===== src/rtl/fma_macros.svh =====
`ifndef FMA_MACROS_SVH
`define FMA_MACROS_SVH

// number of independent lanes processed per request.
`define FMA_LANES 2

// width of the request tag carried alongside the data.
`define FMA_TAG_WIDTH 4

// cycles from acceptance to output.
// It follows from the multiply, operand and round registers.
`define FMA_LATENCY 3

`endif

===== src/rtl/fp_types_pkg.sv =====
`default_nettype none

`include "fma_macros.svh"

package fp_types_pkg;

    typedef struct packed {
        logic        sign;
        logic [7:0]  exp;
        logic [22:0] mant;
    } fp32_t;

    // exact product of two normal operands.
    // sig has its binary point below bit 46, so its value lies in [1, 4).
    // exp is biased and not yet adjusted for a carry into bit 47.
    typedef struct packed {
        logic              sign;
        logic signed [9:0] exp;
        logic [47:0]       sig;
        logic              zero;
        fp32_t             addend;
    } fp_prod_t;

    typedef fp_prod_t [`FMA_LANES-1:0] lane_prod_t;

endpackage

`default_nettype wire


===== src/rtl/fp_mul_lanes.sv =====
`timescale 1ns/1ps
`default_nettype none

`include "fma_macros.svh"

module fp_mul_lanes #(
    parameter int LANES = `FMA_LANES
) (
    input  logic                               clk,
    input  logic                               enable,
    input  fp_types_pkg::fp32_t [LANES-1:0]    dataa,
    input  fp_types_pkg::fp32_t [LANES-1:0]    datab,
    input  fp_types_pkg::fp32_t [LANES-1:0]    datac,
    output fp_types_pkg::fp_prod_t [LANES-1:0] prod
);
    import fp_types_pkg::*;

    fp_prod_t [LANES-1:0] prod_d;

    // the full 48-bit product is kept so that the only rounding
    // happens after the addition.
    function automatic fp_prod_t mul_lane(
        input fp32_t a,
        input fp32_t b,
        input fp32_t c
    );
        fp_prod_t    p;
        logic [23:0] sig_a;
        logic [23:0] sig_b;
        logic        a_zero;
        logic        b_zero;

        a_zero = (a.exp == 8'd0);
        b_zero = (b.exp == 8'd0);
        sig_a  = {1'b1, a.mant};
        sig_b  = {1'b1, b.mant};

        p.sign   = a.sign ^ b.sign;
        p.exp    = $signed({2'b00, a.exp}) + $signed({2'b00, b.exp}) - 10'sd127;
        p.sig    = sig_a * sig_b;
        // denormal operands count as zero.
        p.zero   = a_zero || b_zero;
        p.addend = c;
        return p;
    endfunction

    always_comb begin
        for (int i = 0; i < LANES; i++) begin
            prod_d[i] = mul_lane(dataa[i], datab[i], datac[i]);
        end
    end

    always_ff @(posedge clk) begin
        if (enable) begin
            prod <= prod_d;
        end
    end

endmodule

`default_nettype wire


===== config.mk =====
export PLATFORM = sky130hd
export DESIGN_NAME = fp_mul_lanes
export DESIGN_NICKNAME = d
export VERILOG_FILES = /design/src/rtl/fp_types_pkg.sv /design/src/rtl/fp_mul_lanes.sv
export VERILOG_INCLUDE_DIRS = /design/src /design/src/rtl
export SDC_FILE = /design/constraint.sdc
export NUM_CORES = 2
export LEC_CHECK = 0
export CORE_UTILIZATION = 48
export CTS_CLUSTER_SIZE = 24
export DETAILED_ROUTE_END_ITERATION = 8
export DONT_BUFFER_PORTS = 1
export PLACE_DENSITY_LB_ADDON = 0.15
export SYNTH_ARGS = -nofsm -noshare
export SYNTH_HDL_FRONTEND = slang
export SYNTH_SLANG_ARGS = --single-unit

===== constraint.sdc =====
create_clock -name clk -period 8.6 [get_ports clk]
set_input_delay 1.72 -clock clk [delete_from_list [all_inputs] [get_ports clk]]
set_output_delay 1.72 -clock clk [all_outputs]
set_load 0.01 [all_outputs]

# --- Word-level counts from Yosys, hierarchy flattened ---
# Cells that the tools add are included.
# Widths: inputs -> output; s select.
word_totals:
  reg_bits: 184
  out_inout_bits: 184
op_classes:
  n_addsub: 4
  multipliers: 2
  n_bitwise: 2
  reduce_logical: 6
op_table:
  columns: ["op", "count"]
  rows:
  - ["$mul 24x24->48", 2]
  - ["$logic_not 8->1", 4]
  - ["$sub 9x7->10 const B", 2]
  - ["$add 8x8->9", 2]
  - ["$logic_or 1x1->1", 2]
  - ["$xor 1x1->1", 2]

# --- Longest topological paths before layout ---
logic_depth:
  word_depth: 2
  depth_mapped: 27
  mapped_depth_nobuf: 25

# --- Worst setup path before layout ---
# OpenSTA, ideal clock, no wires.
synth_timing:
  path_type: "input-to-reg"
  startpoint: "input dataa[39] (netlist bit)"
  endpoint: "register prod[166] (netlist bit) (data pin)"
  setup_ns: 0.265
  arrival_time_ns: 7.767
  slack_ns: 0.569
  path_stages: 25
  n_path_buf: 2
  cell_sequence: "clkbuf_1 -> clkbuf_1 -> nand2_1 -> fa_1 -> inv_1 -> fa_1 -> inv_1 -> fa_1 -> inv_1 -> fa_1 -> fa_1 -> fa_1 -> inv_1 -> fa_1 -> inv_1 -> ha_1 -> a21oi_1 -> o21ai_0 -> a2111oi_0 -> o221ai_1 -> a21oi_2 -> o211ai_1 -> a21o_1 -> a21oi_2 -> xnor2_1"
synth_lines:
  columns: ["item", "line_no", "source"]
  rows:
  - ["from (decl)", "fp_mul_lanes.sv:11", "input fp_types_pkg::fp32_t [LANES-1:0] dataa,"]
  - ["to (signal assigned)", "fp_mul_lanes.sv:55", "prod <= prod_d;"]
  - ["to (decl)", "fp_mul_lanes.sv:14", "output fp_types_pkg::fp_prod_t [LANES-1:0] prod"]

==> impl_table.tex <==
\begin{tabular}{lr}
\hline
Metric & Value \\
\hline
\multicolumn{2}{l}{\textbf{Detailed routing}} \\
Total detailed-routing wirelength & 120000 um \\
Routed wire length per instance & 21.3 um \\
Via count of the routed design & 30033 \\
Drt pass-1 iters & 5 \\
Iter 0 DRT Violations & 1827 \\
Drc violations & 0 \\
Number of nets with antenna violations after routing & 0 \\
Number of vias per cell & 5.32 \\
\multicolumn{2}{l}{\textbf{Die}} \\
Die extent in x & 305 um \\
Core region area & 0.0903 sq mm \\
Starting utilization of the core area & 48.7\% \\
Vertical extent of the die & 305 um \\
Floorplan row count & 110 \\
Count of pins on the block boundary & 378 \\
Full die area & 0.0927 sq mm \\
\multicolumn{2}{l}{\textbf{Clock tree}} \\
Max clock buf depth & 2 \\
H-Tree Depth & 4 \\
TritonCTS Buffers & 17 \\
Clock tree from TritonCTS & yes \\
Clock Pin Slew Worst Setup and Hold Paths & 0.09 ns \\
Root buffer selected by CTS & clkbuf\_16 \\
Clk sinks & 184 \\
Number of resized instances in the post-cts repair step & 0 \\
Number of hold-repair buffers added at the cts stage & 0 \\
Total setup buffers inserted after CTS & 0 \\
\multicolumn{2}{l}{\textbf{Synthesis}} \\
Number of instances in the synthesized netlist & 4610 \\
Cell area after synthesis & 0.0439 sq mm \\
Register bit total from synthesis & 184 \\
Average footprint of a synthesized cell & 9.53 sq um \\
Synth Net Count & 6146 \\
Most used flip-flop cell after synthesis & edfxtp\_1 \\
Warnings, synthesis & 0 \\
Ys async rst share & 0\% \\
Count of flip-flops with a built-in enable after synthesis & 184 \\
Fraction of the yosys area taken by sequential cells & 12.6\% \\
Count of cell types in the netlist & 59 \\
\multicolumn{2}{l}{\textbf{STA}} \\
Number of slew-limit violations in the final report & 0 \\
Max-slew headroom & 56.5\% \\
Transition time of the tightest slew-check pin & 0.645 ns \\
Setup Total Neg Slack & 0 ns \\
Hold Vio Cnt, Final & 0 \\
Minimum clock period after layout & 7.96 ns \\
Unrepaired setup endpoints after global routing & false \\
Worst hold slack & 1.31 ns \\
Achievable frequency & 126 MHz \\
Final cycle utilization of the critical path & 92.6\% \\
Setup violations, final & 0 \\
\multicolumn{2}{l}{\textbf{Cells and area}} \\
Area added between synthesis and finish & 3.37\% \\
Most used cells in the layout excluding fill and tap cells & 1187 x inv\_1, 966 x fa\_1, 580 x nand2\_1, 499 x and2\_1, 376 x ha\_1 \\
Ratio of cells with drive above 1 in the final layout & 1.72\% \\
Number of nets in the layout & 5988 \\
Top flop regs & prod (184) \\
Largest register FFs & 184 \\
Post-route standard cell area excluding fillers & 0.0454 sq mm \\
Biggest register & prod \\
Filler-free cell count of the finished design & 5647 \\
Most common cell after layout, fill and taps aside & inv\_1 \\
\multicolumn{2}{l}{\textbf{Placement}} \\
Instance area at placement & 0.0448 sq mm \\
Total of buffers placed on input and output ports & 0 \\
Final weighted congestion of routability-driven global placement & 0.890 \\
Cell count after placement & 5609 \\
HPWL after detailed placement & 93600 um \\
\multicolumn{2}{l}{\textbf{Global routing}} \\
Wire length of the first global-routing pass & 190000 um \\
Vias in the first global route & 32426 \\
GRT Residual Overflow & 0 \\
Antenna violations before repair & 7 \\
Global router's overall resource usage & 27.1\% \\
Largest net degree at the start of global routing & 185 \\
\multicolumn{2}{l}{\textbf{Setup path}} \\
Worst endpoint data arrival time & 8.22 ns \\
Req. time, crit path & 8.86 ns \\
Kind of end point of the critical path & flop \\
Critical setup path kind & in2reg \\
Worst setup path endpoint & prod[77]\$\_DFFE\_PP\_ \\
CP Launch Type & input port \\
Largest fanout on the critical path & 19 \\
Beginning of the critical path & datab[12] \\
\multicolumn{2}{l}{\textbf{Outcome}} \\
Run status & finished, final reports clean \\
\multicolumn{2}{l}{\textbf{Worst hold path}} \\
Type of the tightest min-delay check & in2reg \\
Hold path depth & 0 \\
\multicolumn{2}{l}{\textbf{Run}} \\
Max-cap violations & 0 \\
\hline
\end{tabular}
## cell type report
cell class	count	area [sq um]
fill	8511	44900
multi-input combinational	3027	33100
sequential	184	5530
inverter	1193	4480
tap	1176	1470
clock buffer	17	425
timing repair buffer	29	218
clock inverter	15	131
antenna	6	15.0
## stage by stage
| stage | utilization [%] | setup WS, ns |
|---|---|---|
| floorplan | - | 0.569 |
| global placement | 49.7 | 0.276 |
| detailed placement | 49.7 | 0.224 |
| CTS | 50.3 | 0.753 |
| global route | 50.3 | 0.399 |
| finish | 50.3 | 0.640 |
## cell usage after synthesis, drive strengths merged (6+ instances only)
cell | number | area [sq um]
xor2 | 35 | 307
o21bai | 23 | 173
o21a | 6 | 45.0
nand2 | 580 | 2180
nand2b | 8 | 50.1
edfxtp | 184 | 5530
o21ai | 64 | 339
nor2 | 108 | 405
nor3 | 9 | 50.1
nor2b | 9 | 56.3
and2 | 499 | 3120
o211ai | 9 | 72.6
a21oi | 120 | 612
nand4 | 19 | 119
ha | 376 | 4700
nand3 | 15 | 75.1
xnor2 | 68 | 596
clkinv | 6 | 22.5
nor4 | 12 | 81.3
a211oi | 12 | 100
fa | 966 | 19300
clkbuf | 201 | 756
o31ai | 6 | 58.8
inv | 1187 | 4460
a21o | 43 | 323
## logic make-up after synthesis
logic type	after synthesis	synth area share [%]
and+or+nand+nor	1276	14.2
adders and majority gates	1342	54.7
AOI/OAI and AO/OA	306	4.42
xor gates and xnor gates	103	2.05
DFF	184	12.6
buffers and inverters	1399	12.0
## critical path, cell delays in order
cell and delay (ns):
inv_1 0.29, nor2_1 0.13, fa_1 0.55, inv_1 0.05, fa_1 0.48, inv_1 0.05, fa_1 0.50, inv_1 0.05
fa_1 0.53, inv_1 0.05, fa_1 0.45, fa_1 0.49, inv_1 0.05, fa_1 0.48, inv_1 0.04, ha_1 0.41
nand2_1 0.10, o211ai_1 0.20, a21oi_1 0.17, nand2b_1 0.23, o311ai_1 0.30, o211ai_1 0.23, o21ai_2 0.38, a211oi_2 0.13
xnor2_1 0.14
## per-layer routing
metal  GRT usage (%)  vias up  share of wire, %
met5               0        -             0.011
met4            7.74        2               2.4
met3            5.51      146               7.3
met2            45.1     1045                49
met1            35.9    15631                41
li1                -    13209                 -
## worst min-delay path by stage
stage              start             endpoint  slack (ns)
2_1_floorplan   datac[0]    prod[0]$_DFFE_PP_        1.82
3_3_place_gp   datac[11]   prod[11]$_DFFE_PP_        1.82
3_5_place_dp   datac[11]   prod[11]$_DFFE_PP_        1.82
4_1_cts        datac[52]  prod[112]$_DFFE_PP_        1.26
5_1_grt        datac[52]  prod[112]$_DFFE_PP_        1.28
6_report       datac[52]  prod[112]$_DFFE_PP_        1.31
Power is left out: the tool's default activity adds up to more than one toggle a clock period on the data nets, which glitch-free logic cannot reach.
